File: src/logic/sched_pkg.sv
// shared widths, bundles, exception codes and wakeup helpers; imported by every scheduler module
`default_nettype none

package sched_pkg;

  // ==================================================
  // sizes
  // ==================================================
  localparam int ARCH_NUM = 32;
  localparam int PREG_NUM = 48;
  localparam int WB_WIDTH = 2;
  localparam int FL_DEPTH = PREG_NUM - ARCH_NUM;

  typedef logic [4:0] areg_t;
  typedef logic [5:0] preg_t;
  typedef logic [5:0] tag_t;
  typedef logic [3:0] alu_op_t;

  typedef enum logic [2:0] {
    CLASS_ALU     = 3'd0,
    CLASS_MEM     = 3'd1,
    CLASS_PRIV    = 3'd2,
    CLASS_SYSCALL = 3'd3,
    CLASS_BREAK   = 3'd4
  } instr_class_e;

  // exception codes follow the loongarch estat encoding
  typedef enum logic [5:0] {
    ECODE_INT  = 6'h00,
    ECODE_ADEF = 6'h08,
    ECODE_SYS  = 6'h0b,
    ECODE_BRK  = 6'h0c,
    ECODE_INE  = 6'h0d,
    ECODE_IPE  = 6'h0e
  } ecode_e;

  typedef struct packed {
    logic [2:0] op;
    logic       store;
  } mem_op_t;

  // ==================================================
  // bundles
  // ==================================================
  typedef struct packed {
    instr_class_e cls;
    alu_op_t      alu_op;
    mem_op_t      mem_op;
    areg_t        src0;
    areg_t        src1;
    areg_t        dest;
    logic         invalid;
    logic         fetch_excp;
    ecode_e       fetch_ecode;
  } dec_req_t;

  typedef struct packed {
    logic  valid;
    preg_t preg;
  } wb_t;

  typedef struct packed {
    tag_t  tag;
    preg_t psrc0;
    logic  src0_rdy;
    preg_t psrc1;
    logic  src1_rdy;
    preg_t pdest;
    logic  dest_valid;
  } iq_base_t;

  typedef struct packed {
    logic   valid;
    tag_t   tag;
    ecode_e ecode;
  } excp_rpt_t;

  typedef struct packed {
    logic     valid;
    iq_base_t base;
    alu_op_t  op;
  } alu_issue_t;

  typedef struct packed {
    logic     valid;
    iq_base_t base;
    mem_op_t  op;
  } mem_issue_t;

  // true when any writeback lane this cycle targets p
  function automatic logic wb_hit(preg_t p, wb_t [WB_WIDTH-1:0] wb);
    logic hit;
    hit = 1'b0;
    for (int i = 0; i < WB_WIDTH; i++) begin
      if (wb[i].valid && wb[i].preg == p) begin
        hit = 1'b1;
      end
    end
    return hit;
  endfunction

  function automatic iq_base_t wake_base(iq_base_t b, wb_t [WB_WIDTH-1:0] wb);
    iq_base_t r;
    r = b;
    if (wb_hit(b.psrc0, wb)) begin
      r.src0_rdy = 1'b1;
    end
    if (wb_hit(b.psrc1, wb)) begin
      r.src1_rdy = 1'b1;
    end
    return r;
  endfunction

endpackage

`default_nettype wire

File: src/logic/free_list.sv
// circular FIFO of free physical registers; rename pops the head, commit pushes at the tail
`timescale 1ns/100ps
`default_nettype none

module free_list (
  input  wire                clk,
  input  wire                rst_n,
  input  logic               alloc_i,
  output logic               avail_o,
  output sched_pkg::preg_t   head_o,
  input  logic               free_valid_i,
  input  sched_pkg::preg_t   free_preg_i
);
  import sched_pkg::*;

  localparam int PTR_W = $clog2(FL_DEPTH);
  localparam int CNT_W = $clog2(FL_DEPTH + 1);

  preg_t             fifo_q [FL_DEPTH];
  logic [PTR_W-1:0]  head_q;
  logic [PTR_W-1:0]  tail_q;
  logic [CNT_W-1:0]  count_q;

  assign avail_o = (count_q != '0);
  assign head_o  = fifo_q[head_q];

  // reset image holds every register above the architectural set, ascending
  always_ff @(posedge clk or negedge rst_n) begin
    if (!rst_n) begin
      for (int i = 0; i < FL_DEPTH; i++) begin
        fifo_q[i] <= preg_t'(ARCH_NUM + i);
      end
      head_q  <= '0;
      tail_q  <= '0;
      count_q <= CNT_W'(FL_DEPTH);
    end else begin
      if (alloc_i) begin
        head_q <= (head_q == PTR_W'(FL_DEPTH - 1)) ? '0 : head_q + 1'b1;
      end
      if (free_valid_i) begin
        fifo_q[tail_q] <= free_preg_i;
        tail_q <= (tail_q == PTR_W'(FL_DEPTH - 1)) ? '0 : tail_q + 1'b1;
      end
      // simultaneous pop and push leaves the count alone
      if (alloc_i && !free_valid_i) begin
        count_q <= count_q - 1'b1;
      end else if (free_valid_i && !alloc_i) begin
        count_q <= count_q + 1'b1;
      end
    end
  end

endmodule

`default_nettype wire

File: src/logic/rename_table.sv
// speculative arch-to-phys map plus ready bits; combinational lookup, updates on the clock edge
`timescale 1ns/100ps
`default_nettype none

module rename_table (
  input  wire                                     clk,
  input  wire                                     rst_n,
  input  sched_pkg::areg_t                        src0_i,
  input  sched_pkg::areg_t                        src1_i,
  input  sched_pkg::areg_t                        dest_i,
  output sched_pkg::preg_t                        psrc0_o,
  output sched_pkg::preg_t                        psrc1_o,
  output logic                                    rdy0_o,
  output logic                                    rdy1_o,
  input  logic                                    map_en_i,
  input  sched_pkg::preg_t                        new_preg_i,
  input  sched_pkg::wb_t [sched_pkg::WB_WIDTH-1:0] wb_i
);
  import sched_pkg::*;

  preg_t               map_q [ARCH_NUM];
  logic [PREG_NUM-1:0] ready_q;

  assign psrc0_o = map_q[src0_i];
  assign psrc1_o = map_q[src1_i];
  assign rdy0_o  = ready_q[map_q[src0_i]];
  assign rdy1_o  = ready_q[map_q[src1_i]];

  always_ff @(posedge clk or negedge rst_n) begin
    if (!rst_n) begin
      for (int i = 0; i < ARCH_NUM; i++) begin
        map_q[i] <= preg_t'(i);
      end
      ready_q <= '1;
    end else begin
      for (int j = 0; j < WB_WIDTH; j++) begin
        if (wb_i[j].valid) begin
          ready_q[wb_i[j].preg] <= 1'b1;
        end
      end
      // fresh destination is pending until its own writeback
      if (map_en_i) begin
        map_q[dest_i]       <= new_preg_i;
        ready_q[new_preg_i] <= 1'b0;
      end
    end
  end

endmodule

`default_nettype wire

File: src/logic/rename_stage.sv
// front of the scheduler: exception check, tagging, rename and one registered slot per queue
`timescale 1ns/100ps
`default_nettype none

module rename_stage (
  input  wire                                      clk,
  input  wire                                      rst_n,
  input  logic                                     dec_valid_i,
  input  sched_pkg::dec_req_t                      dec_req_i,
  output logic                                     dec_ready_o,
  input  logic                                     int_i,
  input  logic [1:0]                               plv_i,
  input  sched_pkg::wb_t [sched_pkg::WB_WIDTH-1:0] wb_i,
  input  logic                                     free_valid_i,
  input  sched_pkg::preg_t                         free_preg_i,
  output sched_pkg::excp_rpt_t                     excp_o,
  output logic                                     alu_valid_o,
  output sched_pkg::iq_base_t                      alu_base_o,
  output sched_pkg::alu_op_t                       alu_op_o,
  input  logic                                     alu_ready_i,
  output logic                                     mem_valid_o,
  output sched_pkg::iq_base_t                      mem_base_o,
  output sched_pkg::mem_op_t                       mem_op_o,
  input  logic                                     mem_ready_i
);
  import sched_pkg::*;

  logic     excp_hit;
  ecode_e   excp_code;
  logic     need_dest;
  logic     to_mem;
  logic     slot_free;
  logic     accept;
  logic     dispatch;
  logic     fl_avail;
  preg_t    fl_head;
  preg_t    psrc0;
  preg_t    psrc1;
  logic     rdy0;
  logic     rdy1;
  iq_base_t new_base;
  tag_t     tag_q;
  logic     excp_valid_q;
  tag_t     excp_tag_q;
  ecode_e   excp_code_q;
  logic     alu_valid_q;
  logic     mem_valid_q;

  // ==================================================
  // exception priority
  // ==================================================
  always_comb begin
    excp_hit  = 1'b1;
    excp_code = ECODE_INT;
    if (int_i) begin
      excp_code = ECODE_INT;
    end else if (dec_req_i.fetch_excp) begin
      excp_code = dec_req_i.fetch_ecode;
    end else if (dec_req_i.invalid) begin
      excp_code = ECODE_INE;
    end else if (dec_req_i.cls == CLASS_PRIV && plv_i == 2'b11) begin
      excp_code = ECODE_IPE;
    end else if (dec_req_i.cls == CLASS_SYSCALL) begin
      excp_code = ECODE_SYS;
    end else if (dec_req_i.cls == CLASS_BREAK) begin
      excp_code = ECODE_BRK;
    end else begin
      excp_hit = 1'b0;
    end
  end

  // ==================================================
  // handshake and rename
  // ==================================================
  assign need_dest   = (dec_req_i.dest != '0);
  assign to_mem      = (dec_req_i.cls == CLASS_MEM);
  assign slot_free   = to_mem ? (!mem_valid_q || mem_ready_i) : (!alu_valid_q || alu_ready_i);
  assign dec_ready_o = slot_free && (fl_avail || !need_dest || excp_hit);
  assign accept      = dec_valid_i && dec_ready_o;
  assign dispatch    = accept && !excp_hit;

  free_list u_free_list (
    .clk          (clk),
    .rst_n        (rst_n),
    .alloc_i      (dispatch && need_dest),
    .avail_o      (fl_avail),
    .head_o       (fl_head),
    .free_valid_i (free_valid_i),
    .free_preg_i  (free_preg_i)
  );

  rename_table u_rename_table (
    .clk        (clk),
    .rst_n      (rst_n),
    .src0_i     (dec_req_i.src0),
    .src1_i     (dec_req_i.src1),
    .dest_i     (dec_req_i.dest),
    .psrc0_o    (psrc0),
    .psrc1_o    (psrc1),
    .rdy0_o     (rdy0),
    .rdy1_o     (rdy1),
    .map_en_i   (dispatch && need_dest),
    .new_preg_i (fl_head),
    .wb_i       (wb_i)
  );

  // r0 and same-cycle writebacks count as ready
  always_comb begin
    new_base.tag        = tag_q;
    new_base.psrc0      = psrc0;
    new_base.src0_rdy   = rdy0 || dec_req_i.src0 == '0 || wb_hit(psrc0, wb_i);
    new_base.psrc1      = psrc1;
    new_base.src1_rdy   = rdy1 || dec_req_i.src1 == '0 || wb_hit(psrc1, wb_i);
    new_base.pdest      = need_dest ? fl_head : '0;
    new_base.dest_valid = need_dest;
  end

  // ==================================================
  // tag, exception report, dispatch slots
  // ==================================================
  always_ff @(posedge clk or negedge rst_n) begin
    if (!rst_n) begin
      tag_q        <= '0;
      excp_valid_q <= 1'b0;
      alu_valid_q  <= 1'b0;
      mem_valid_q  <= 1'b0;
    end else begin
      if (accept) begin
        tag_q <= tag_q + tag_t'(1);
      end
      excp_valid_q <= accept && excp_hit;
      if (dispatch && !to_mem) begin
        alu_valid_q <= 1'b1;
      end else if (alu_ready_i) begin
        alu_valid_q <= 1'b0;
      end
      if (dispatch && to_mem) begin
        mem_valid_q <= 1'b1;
      end else if (mem_ready_i) begin
        mem_valid_q <= 1'b0;
      end
    end
  end

  // held slots keep snooping writeback
  always_ff @(posedge clk) begin
    excp_tag_q  <= tag_q;
    excp_code_q <= excp_code;
    if (dispatch && !to_mem) begin
      alu_base_o <= new_base;
      alu_op_o   <= dec_req_i.alu_op;
    end else begin
      alu_base_o <= wake_base(alu_base_o, wb_i);
    end
    if (dispatch && to_mem) begin
      mem_base_o <= new_base;
      mem_op_o   <= dec_req_i.mem_op;
    end else begin
      mem_base_o <= wake_base(mem_base_o, wb_i);
    end
  end

  assign excp_o.valid = excp_valid_q;
  assign excp_o.tag   = excp_tag_q;
  assign excp_o.ecode = excp_code_q;
  assign alu_valid_o  = alu_valid_q;
  assign mem_valid_o  = mem_valid_q;

endmodule

`default_nettype wire

File: src/logic/issue_queue.sv
// reservation station for one payload type; wakes on writeback, issues the lowest ready entry
`timescale 1ns/100ps
`default_nettype none

module issue_queue #(
  parameter int  DEPTH     = 4,
  parameter type PAYLOAD_T = logic [3:0]
) (
  input  wire                                      clk,
  input  wire                                      rst_n,
  input  logic                                     wr_valid_i,
  input  sched_pkg::iq_base_t                      wr_base_i,
  input  PAYLOAD_T                                 wr_op_i,
  output logic                                     wr_ready_o,
  input  sched_pkg::wb_t [sched_pkg::WB_WIDTH-1:0] wb_i,
  output logic                                     issue_valid_o,
  output sched_pkg::iq_base_t                      issue_base_o,
  output PAYLOAD_T                                 issue_op_o,
  input  logic                                     issue_ready_i
);
  import sched_pkg::*;

  localparam int IDX_W = (DEPTH > 1) ? $clog2(DEPTH) : 1;

  logic [DEPTH-1:0] ent_valid_q;
  iq_base_t         ent_base_q [DEPTH];
  PAYLOAD_T         ent_op_q   [DEPTH];
  iq_base_t         wk_base    [DEPTH];
  logic [DEPTH-1:0] ent_rdy;
  logic [IDX_W-1:0] free_idx;
  logic [IDX_W-1:0] sel_idx;
  logic             wr_en;
  logic             out_free;
  logic             take;

  // ==================================================
  // wakeup and select
  // ==================================================
  always_comb begin
    free_idx = '0;
    sel_idx  = '0;
    for (int i = DEPTH - 1; i >= 0; i--) begin
      wk_base[i] = wake_base(ent_base_q[i], wb_i);
      ent_rdy[i] = ent_valid_q[i] && wk_base[i].src0_rdy && wk_base[i].src1_rdy;
      // descending scan leaves the lowest index behind
      if (!ent_valid_q[i]) begin
        free_idx = IDX_W'(i);
      end
      if (ent_rdy[i]) begin
        sel_idx = IDX_W'(i);
      end
    end
  end

  assign wr_ready_o = !(&ent_valid_q);
  assign wr_en      = wr_valid_i && wr_ready_o;
  assign out_free   = !issue_valid_o || issue_ready_i;
  assign take       = (|ent_rdy) && out_free;

  always_ff @(posedge clk or negedge rst_n) begin
    if (!rst_n) begin
      ent_valid_q   <= '0;
      issue_valid_o <= 1'b0;
    end else begin
      for (int i = 0; i < DEPTH; i++) begin
        if (take && sel_idx == IDX_W'(i)) begin
          ent_valid_q[i] <= 1'b0;
        end else if (wr_en && free_idx == IDX_W'(i)) begin
          ent_valid_q[i] <= 1'b1;
        end
      end
      if (out_free) begin
        issue_valid_o <= |ent_rdy;
      end
    end
  end

  // entry payloads and the output register
  always_ff @(posedge clk) begin
    for (int i = 0; i < DEPTH; i++) begin
      if (wr_en && free_idx == IDX_W'(i)) begin
        ent_base_q[i] <= wake_base(wr_base_i, wb_i);
        ent_op_q[i]   <= wr_op_i;
      end else begin
        ent_base_q[i] <= wk_base[i];
      end
    end
    if (take) begin
      issue_base_o <= wk_base[sel_idx];
      issue_op_o   <= ent_op_q[sel_idx];
    end
  end

endmodule

`default_nettype wire

File: src/logic/scheduler_top.sv
// scheduler top: rename stage feeding the ALU and memory issue queues
`timescale 1ns/100ps
`default_nettype none

module scheduler_top #(
  parameter int ALU_IQ_DEPTH = 8,
  parameter int MEM_IQ_DEPTH = 4
) (
  input  wire                                      clk,
  input  wire                                      rst_n,
  input  logic                                     dec_valid_i,
  input  sched_pkg::dec_req_t                      dec_req_i,
  output logic                                     dec_ready_o,
  input  logic                                     int_i,
  input  logic [1:0]                               plv_i,
  input  sched_pkg::wb_t [sched_pkg::WB_WIDTH-1:0] wb_i,
  input  logic                                     free_valid_i,
  input  sched_pkg::preg_t                         free_preg_i,
  output sched_pkg::alu_issue_t                    alu_issue_o,
  input  logic                                     alu_ready_i,
  output sched_pkg::mem_issue_t                    mem_issue_o,
  input  logic                                     mem_ready_i,
  output sched_pkg::excp_rpt_t                     excp_o
);
  import sched_pkg::*;

  logic     alu_wr_valid;
  logic     alu_wr_ready;
  iq_base_t alu_wr_base;
  alu_op_t  alu_wr_op;
  logic     mem_wr_valid;
  logic     mem_wr_ready;
  iq_base_t mem_wr_base;
  mem_op_t  mem_wr_op;

  rename_stage u_rename (
    .clk          (clk),
    .rst_n        (rst_n),
    .dec_valid_i  (dec_valid_i),
    .dec_req_i    (dec_req_i),
    .dec_ready_o  (dec_ready_o),
    .int_i        (int_i),
    .plv_i        (plv_i),
    .wb_i         (wb_i),
    .free_valid_i (free_valid_i),
    .free_preg_i  (free_preg_i),
    .excp_o       (excp_o),
    .alu_valid_o  (alu_wr_valid),
    .alu_base_o   (alu_wr_base),
    .alu_op_o     (alu_wr_op),
    .alu_ready_i  (alu_wr_ready),
    .mem_valid_o  (mem_wr_valid),
    .mem_base_o   (mem_wr_base),
    .mem_op_o     (mem_wr_op),
    .mem_ready_i  (mem_wr_ready)
  );

  issue_queue #(
    .DEPTH     (ALU_IQ_DEPTH),
    .PAYLOAD_T (alu_op_t)
  ) u_alu_iq (
    .clk           (clk),
    .rst_n         (rst_n),
    .wr_valid_i    (alu_wr_valid),
    .wr_base_i     (alu_wr_base),
    .wr_op_i       (alu_wr_op),
    .wr_ready_o    (alu_wr_ready),
    .wb_i          (wb_i),
    .issue_valid_o (alu_issue_o.valid),
    .issue_base_o  (alu_issue_o.base),
    .issue_op_o    (alu_issue_o.op),
    .issue_ready_i (alu_ready_i)
  );

  issue_queue #(
    .DEPTH     (MEM_IQ_DEPTH),
    .PAYLOAD_T (mem_op_t)
  ) u_mem_iq (
    .clk           (clk),
    .rst_n         (rst_n),
    .wr_valid_i    (mem_wr_valid),
    .wr_base_i     (mem_wr_base),
    .wr_op_i       (mem_wr_op),
    .wr_ready_o    (mem_wr_ready),
    .wb_i          (wb_i),
    .issue_valid_o (mem_issue_o.valid),
    .issue_base_o  (mem_issue_o.base),
    .issue_op_o    (mem_issue_o.op),
    .issue_ready_i (mem_ready_i)
  );

endmodule

`default_nettype wire

File: config.mk
export PLATFORM = sky130hd
export DESIGN_NAME = scheduler_top
export DESIGN_NICKNAME = d
export VERILOG_FILES = /design/src/logic/sched_pkg.sv /design/src/logic/free_list.sv /design/src/logic/rename_table.sv /design/src/logic/rename_stage.sv /design/src/logic/issue_queue.sv /design/src/logic/scheduler_top.sv
export SDC_FILE = /design/constraint.sdc
export NUM_CORES = 2
export LEC_CHECK = 0
export BUFFER_PORTS_ARGS = -buffer_cell sky130_fd_sc_hd__buf_4
export CAP_MARGIN = 20
export CORE_MARGIN = 1.5
export CORE_UTILIZATION = 50
export CTS_CLUSTER_SIZE = 10
export DETAILED_ROUTE_END_ITERATION = 6
export PLACE_DENSITY_LB_ADDON = 0.05
export SKIP_LAST_GASP = 1
export SYNTH_ARGS = -nofsm -noshare
export SYNTH_HDL_FRONTEND = slang
export SYNTH_SLANG_ARGS = --single-unit
File: constraint.sdc
create_clock -name clk -period 3.3 [get_ports clk]
set_input_delay 0.165 -clock clk [delete_from_list [all_inputs] [get_ports clk]]
set_output_delay 0.165 -clock clk [all_outputs]
set_load 0.03 [all_outputs]
* Word level (Yosys, flattened, before mapping) *
Memory sizes are Yosys's and may differ from the RTL's. A register that Yosys moved wholly into a read port is not among the register bits.
Index checks and enable logic that the tools add are counted.

storage, ports and cells
  word-level logic and storage cells = 775
  output and inout port bits = 78
  memories = 4
  flip-flop bits (word level) = 500
  bits in writable memories = 372

cells by class
  bitwise gates (word level) = 23
  reductions and logical operators = 187
  magnitude comparators = 17
  muxes and demuxes = 347
  add/subtract/negate cells = 5
  equal/unequal tests = 89

memories
  name                 words  bits a word  read ports  clocked after memory_dff  wr ports  line               RTL
  u_alu_iq.ent_base_q  8      27           8           0                         8         issue_queue.sv:26  iq_base_t ent_base_q [DEPTH];
  u_mem_iq.ent_base_q  4      27           4           0                         4         issue_queue.sv:26
  u_alu_iq.ent_op_q    8      4            1           1                         1         issue_queue.sv:27  PAYLOAD_T ent_op_q [DEPTH];
  u_mem_iq.ent_op_q    4      4            1           1                         1         issue_queue.sv:27

operator list
  kind                                                 count
  two-way mux 27 bit                                   16
  equality test 6 bit                                  60
  two-way mux 1 bit                                    250
  bitwise mux 192 bit                                  1
  two-way mux 48 bit                                   3
  logical AND 1 bit                                    127
  bitwise mux 96 bit                                   1
  bitwise OR 48 bit                                    2
  binary-select mux 27 bit (select 3 bit)              1
  two-way mux 6 bit                                    13
  two-way mux 3 bit                                    23
  binary-select mux 6 bit (select 5 bit)               2
  binary-select mux 27 bit (select 2 bit)              1
  two-way mux 4 bit                                    13
  bitwise AND 48 bit                                   1
  NOT 48 bit                                           1
  OR reduction 4 bit                                   11
  < comparator 6 x 7 -> 1 bit (second input constant)  5
  nonzero test 2 bit                                   17
  demux 6 bit (select 5 bit)                           1
  two-way mux 15 bit                                   2
  equality test 3 bit (second input constant)          9
  binary-select mux 6 bit (select 4 bit)               1
  demux 6 bit (select 4 bit)                           1
  other kinds (35)                                     106

* Longest topological paths before layout *
  depth in word-level cells = 20
  mapped depth = 15
  depth with buffers taken out = 14

* Cells and area by module *
Synthesis repeated with hierarchy kept, for this count alone.

unflattened totals
  cell total of the unflattened synthesis = 3205
  area, all modules = 44480.2 um^2

by module, submodules not included
  module                   cells an instance  instances  area an instance (um^2)
  issue_queue at u_alu_iq  1016               1          14174.8
  rename_table             1018               1          14046.0
  issue_queue at u_mem_iq  554                1          7363.3
  free_list                350                1          5163.7
  rename_stage             267                1          3732.3

* Least setup slack after synthesis *
Ideal clock, no wire load.

  kind = in2reg
  start = in dec_req_i[9] (netlist bit)
  end = reg u_rename.u_free_list.count_q[4]
  setup slack = -343 ps
  stages on the path = 15
  data arrival time = 3569 ps
  data required time = 3225 ps
  path through = buf_2 nor2_1 a211oi_1 a211oi_1 nand2_1 nor3_2 ha_1 inv_1 fa_1 inv_1 a21o_1 a21oi_1 xnor2_1 nor2_1 xor2_1

on the way
  word-level cells in the longest chain between the ends = 11
  elaborated cells between the ends (all ways) = 13

RTL lines
  what                             line                 RTL
  from (decl)                      scheduler_top.sv:12  input sched_pkg::dec_req_t dec_req_i,
  nonzero test 5 bit *             rename_stage.sv:75   assign need_dest = (dec_req_i.dest != '0);
  zero test 1 bit *                rename_stage.sv:78   assign dec_ready_o = slot_free && (fl_avail || !need_dest || excp_hit);
  logical OR 1 bit * (2 in a row)  rename_stage.sv:78
  logical AND 1 bit *              rename_stage.sv:78
  via dec_ready_o                  scheduler_top.sv:13  output logic dec_ready_o,
  logical AND 1 bit *              rename_stage.sv:79   assign accept = dec_valid_i && dec_ready_o;
  logical AND 1 bit *              rename_stage.sv:80   assign dispatch = accept && !excp_hit;
  logical AND 1 bit *              rename_stage.sv:85   .alloc_i (dispatch && need_dest),
  zero test 1 bit                  free_list.sv:47      end else if (free_valid_i && !alloc_i) begin
  logical AND 1 bit                free_list.sv:47
  nonzero test 2 bit (no line)     n/a
  to (signal assigned)             free_list.sv:35      count_q <= CNT_W'(FL_DEPTH);
  to (signal assigned)             free_list.sv:46      count_q <= count_q - 1'b1;
  to (signal assigned)             free_list.sv:48      count_q <= count_q + 1'b1;
  to (decl)                        free_list.sv:22      logic [CNT_W-1:0] count_q;

Mark *: on every way through the listed nets, which the timed path passes. The rest lies on a longest branch.
A chain may end at the register's enable or synchronous reset.

* Final worst setup path *
  start = reg u_rename.u_free_list.head_q[0]
  end = reg u_rename.u_rename_table.ready_q[6]

on the way
  word-level cells in the longest chain between the ends = 11
  elaborated cells between the ends (all ways) = 12

RTL lines
  what                                                                                               line                RTL
  from (decl)                                                                                        free_list.sv:20     logic [PTR_W-1:0] head_q;
  from (signal assigned)                                                                             free_list.sv:38     head_q <= (head_q == PTR_W'(FL_DEPTH - 1)) ? '0 : head_q + 1'b1;
  NOT 4 -> 5 bit (implied by the code) *                                                             free_list.sv:25     assign head_o = fifo_q[head_q];
  binary-select mux 6 bit (select 4 bit) *                                                           free_list.sv:25
  two-way mux 6 bit (implied by the code) * (2 in a row)                                             free_list.sv:25
  < comparator 6 x 7 -> 1 bit (implied by the code) or >= comparator 6 x 1 -> 1 bit (tied branches)  rename_table.sv:44  ready_q[new_preg_i] <= 1'b0;
  logical AND 1 bit (implied by the code)                                                            rename_table.sv:44
  two-way mux 1 bit (implied by the code)                                                            rename_table.sv:44
  demux 1 bit (select 6 bit) *                                                                       rename_table.sv:44
  NOT 48 bit (no line) *                                                                             n/a
  bitwise AND 48 bit (no line) *                                                                     n/a
  two-way mux 48 bit *                                                                               rename_table.sv:42  if (map_en_i) begin
  to (signal assigned)                                                                               rename_table.sv:34  ready_q <= '1;
  to (signal, indexed assignment)                                                                    rename_table.sv:38  ready_q[wb_i[j].preg] <= 1'b1;
  to (signal, indexed assignment)                                                                    rename_table.sv:44
  to (decl)                                                                                          rename_table.sv:22  logic [PREG_NUM-1:0] ready_q;

Every way passes the cells marked *; elsewhere a longest branch is shown, timed or not. The select of a mux whose other input is x is not followed.

==> impl_results.md <==
* Setup crit end: u_rename.u_rename_table.ready_q[6]
* First-pass GRT wire length at 191 mm
* Max stage delay on crit path at 0.56 ns
* CP Capture Type: flip-flop
* Drt first pass iters at 6
* Cell area after synthesis at between 40,000 and 50,000 um2
* DP Area at about 47,000 um2
* Slew @ Worst Pin at slightly above 1 ns
* Fin util at 0.599
* Die height at a little under 300 um
* Share of cells above drive strength 1 at 0.344
* Worst Path Arrival at 3.78 ns
* P_leak at ~19 nW
* CTS Buf Count at approximately 100
* Max-slew violations at 0
* Post-route setup slack at approximately 0.11 ns
* Worst path cell trace: buf_12, mux4_2, mux4_2, nor4_1, nand2_1, o22a_1
* Synth Area per Inst at 13.7 um2
* Fin Setup TNS at 0 ns
* HPWL after DPL at 88.3 mm
* Antenna Violating Nets Remaining at 0
* Worst setup path startpoint: u_rename.u_free_list.head_q[0]
* CTS tree: done
* # DRC at 0
* P&R area growth vs syn at 19.1%
* Final Power at 39.5 mW
* Nets at roughly 3,600
* Routed len/inst at ~27 um
* Placer Congestion at 0.938
* Reg clk slew, reported paths at 0.06 ns
* Worst path required time at slightly below 4 ns
* Minimum clock period at about 3.2 ns
* Crit-path max FO at 29
* Ys flop type: edfxtp_1
* Number of synthesized register bits at 880
* Worst hold path class: primary input to flip-flop
* Dpl ws at -0.0799 ns
* Clock latency on the worst-skew pair at between 0.6 and 0.7 ns
* Worst VDD drop at 0.537 mV
* Worst R2R End: u_rename.u_rename_table.ready_q[6]
* Post-route cell area at 50,900 um2
* Mapped Nets at between 3,000 and 4,000
* Seq/Total Area, Yosys at 0.572
* Worst slew margin at 0.325
* Initial antenna violation count at 3
* Status: finished clean
* Pwr dens at around 780 nW/um2
* Synth Warn # at 0
* Largest net degree at the start of global routing at 120
* H-tree levels at 3
* CORE AREA at about 85,000 um2
* Die X at slightly below 300 um
* Vias in the first global route at 30,000
* Netlist cell types at 87
* R2r startpoint: u_rename.u_free_list.head_q[0]
* Maximum root-to-sink buffer count at 3
* Unrepaired setup endpoints after global routing: yes
* Starting Density at 0.503
* 1st-iter DRT viols at about 2,200
* Clock Skew at 0.0330 ns
* Hold Fails Final Rpt at 0
* CTS sink cnt at around 900
* Setup CP Type: flip-flop to flip-flop
* GRT overflow at 0
* Commonest non-fill, non-tap cell in the layout: edfxtp_1
* Cell count after placement at 4,516
* Period utilization at 0.966
* Final setup fails at 0
* FP Rows at 107
* GRT Util Overall at 0.294
* F_max at 314 MHz
* I/O pins at around 140
* Cell repeated most along the worst path: mux4_2
* Maxcap violations at 0
* Final wirelength at 128 mm
* Final std cells w/o fill at roughly 4,700
* Syn Inst Count at 3,129
* Total die area at just under 90,000 um2
* Port buffer count at 140
* Worst R2R Setup Slack at 0.11 ns
* Worst R2R Path Depth at 6
* Via count at about 29,000
* Most frequent cells in the layout: edfxtp_1 (472), buf_4 (401), mux2_2 (322), xor2_1 (209), dfrtp_1 (195)
* Fillers at 6,680
* Crit start category: flip-flop
* Hold WS at roughly 0.047 ns
* Clk root buf: clkbuf_16
* DR vias/cell at 6.08
* Worst path slowest cell: mux4_2
* Post-synth EDFFs at ~470
* Synth async-reset ratio at 0.423
-- per-layer routing --
| metal | GRT usage | routed length, um |
|---|---|---|
| met1 | 0.397 | 54000 |
| met2 | 0.489 | 62300 |
| met3 | 0.0399 | 7010 |
| met4 | 0.103 | 4410 |
| met5 | 0 | 0 |
-- worst max-delay path, delay by kind of cell (launching register included) --
kind / cells / cell delay, ns
AOI/OAI and AO/OA: 1 / 0.33
muxes: 2 / 1.12
buffers and inverters: 1 / 0.25
and+or+nand+nor: 2 / 1.01
DFF: 1 / 0.37
-- sequential cells by signal (all words and copies together) (netlist names), 5 cells and up --
signal	flops
u_rename.alu_base_o	27
u_alu_iq.ent_base_q	216
u_rename.tag_q	6
u_rename.u_rename_table.map_q	192
u_alu_iq.ent_op_q	32
u_alu_iq.issue_base_o	27
u_mem_iq.ent_op_q	16
u_rename.mem_base_o	27
u_rename.u_free_list.fifo_q	96
u_mem_iq.ent_base_q	108
u_rename.u_free_list.count_q	5
u_rename.excp_tag_q	6
u_rename.u_rename_table.ready_q	48
u_mem_iq.issue_base_o	27
u_rename.excp_code_q	6
u_alu_iq.ent_valid_q	8
-- layout make-up --
class | instances | area [um2] | area share
Clock inverter | 10 | 205 | 0.00403
Clock buffer | 180 | 2890 | 0.0567
Multi-Input combinational cell | 2014 | 17500 | 0.343
Sequential cell | 880 | 24400 | 0.480
Tap cell | 1144 | 1430 | 0.0281
Timing Repair Buffer | 483 | 4340 | 0.0852
Inverter | 30 | 113 | 0.00221
Antenna cell | 3 | 7.51 | 0.000148
-- cells in the mapped netlist, drive strengths merged (13+ instances only) --
| cell | number | area share |
|---|---|---|
| mux4 | 95 | 0.050 |
| mux2i | 128 | 0.030 |
| a221oi | 61 | 0.013 |
| buf | 112 | 0.015 |
| nand4 | 73 | 0.011 |
| nand2b | 13 | 0.0019 |
| a22oi | 66 | 0.012 |
| a21oi | 61 | 0.0071 |
| o21ai | 60 | 0.0070 |
| nor2 | 103 | 0.0093 |
| nor3 | 54 | 0.0067 |
| a32oi | 16 | 0.0033 |
| dfrtp | 195 | 0.11 |
| dfstp | 177 | 0.11 |
| xnor2 | 164 | 0.034 |
| dfxtp | 36 | 0.017 |
| a221o | 14 | 0.0033 |
| nand3b | 13 | 0.0023 |
| clkbuf | 93 | 0.0082 |
| edfxtp | 472 | 0.33 |
| nand2 | 145 | 0.013 |
| nor2b | 34 | 0.0052 |
| nor4 | 44 | 0.0064 |
| o22ai | 49 | 0.0072 |
| a41o | 16 | 0.0037 |
| nand3 | 54 | 0.0063 |
| and2 | 17 | 0.0025 |
| inv | 28 | 0.0025 |
| o22a | 46 | 0.0094 |
| xor2 | 209 | 0.043 |
| mux2 | 322 | 0.085 |
| nor3b | 15 | 0.0028 |
-- what timing repair did --
item / 4_1_cts / 5_1_grt
gates resized for setup: 10 / 17
endpoints found under the setup margin: 45 / 177
endpoints found under the hold margin: 178 / 0
pin swaps: 0 / 1
hold buffers: 31 / 0
buffers inserted: 0 / 4
-- worst min-delay path by stage --
stage | start | to | slack [ns] | cells past startpoint
after floorplan | rst_n | u_alu_iq.ent_valid_q[0] | -0.13 | 0
after global placement | rst_n | u_rename.u_rename_table.map_q[147] | 0.29 | 1
after detailed placement | rst_n | u_rename.u_rename_table.map_q[153] | 0.31 | 1
after CTS | dec_req_i[7] | u_rename.excp_valid_q | 0.03 | 5
after global routing | dec_req_i[7] | u_rename.excp_valid_q | 0.07 | 5
final | dec_req_i[7] | u_rename.excp_valid_q | 0.05 | 5
-- cells by family after synthesis --
logic type               Yosys count  synth area share
flip-flops                       880             0.572
AND/OR/NAND/NOR                  612            0.0756
multiplexers                     545             0.165
AO/OA/AOI/OAI                    473            0.0820
XOR/XNOR                         373            0.0765
buffers and inverters            235            0.0255
adder cells (fa/ha/maj)           11           0.00340
-- where the power goes --
part,switching (mW),leakage [nW],internal [mW]
Combinational,7.85,8.94,5.70
Sequential,1.31,9.01,14.1
Clock,4.55,1.46,5.94
Power figures use the tool's default switching activity.
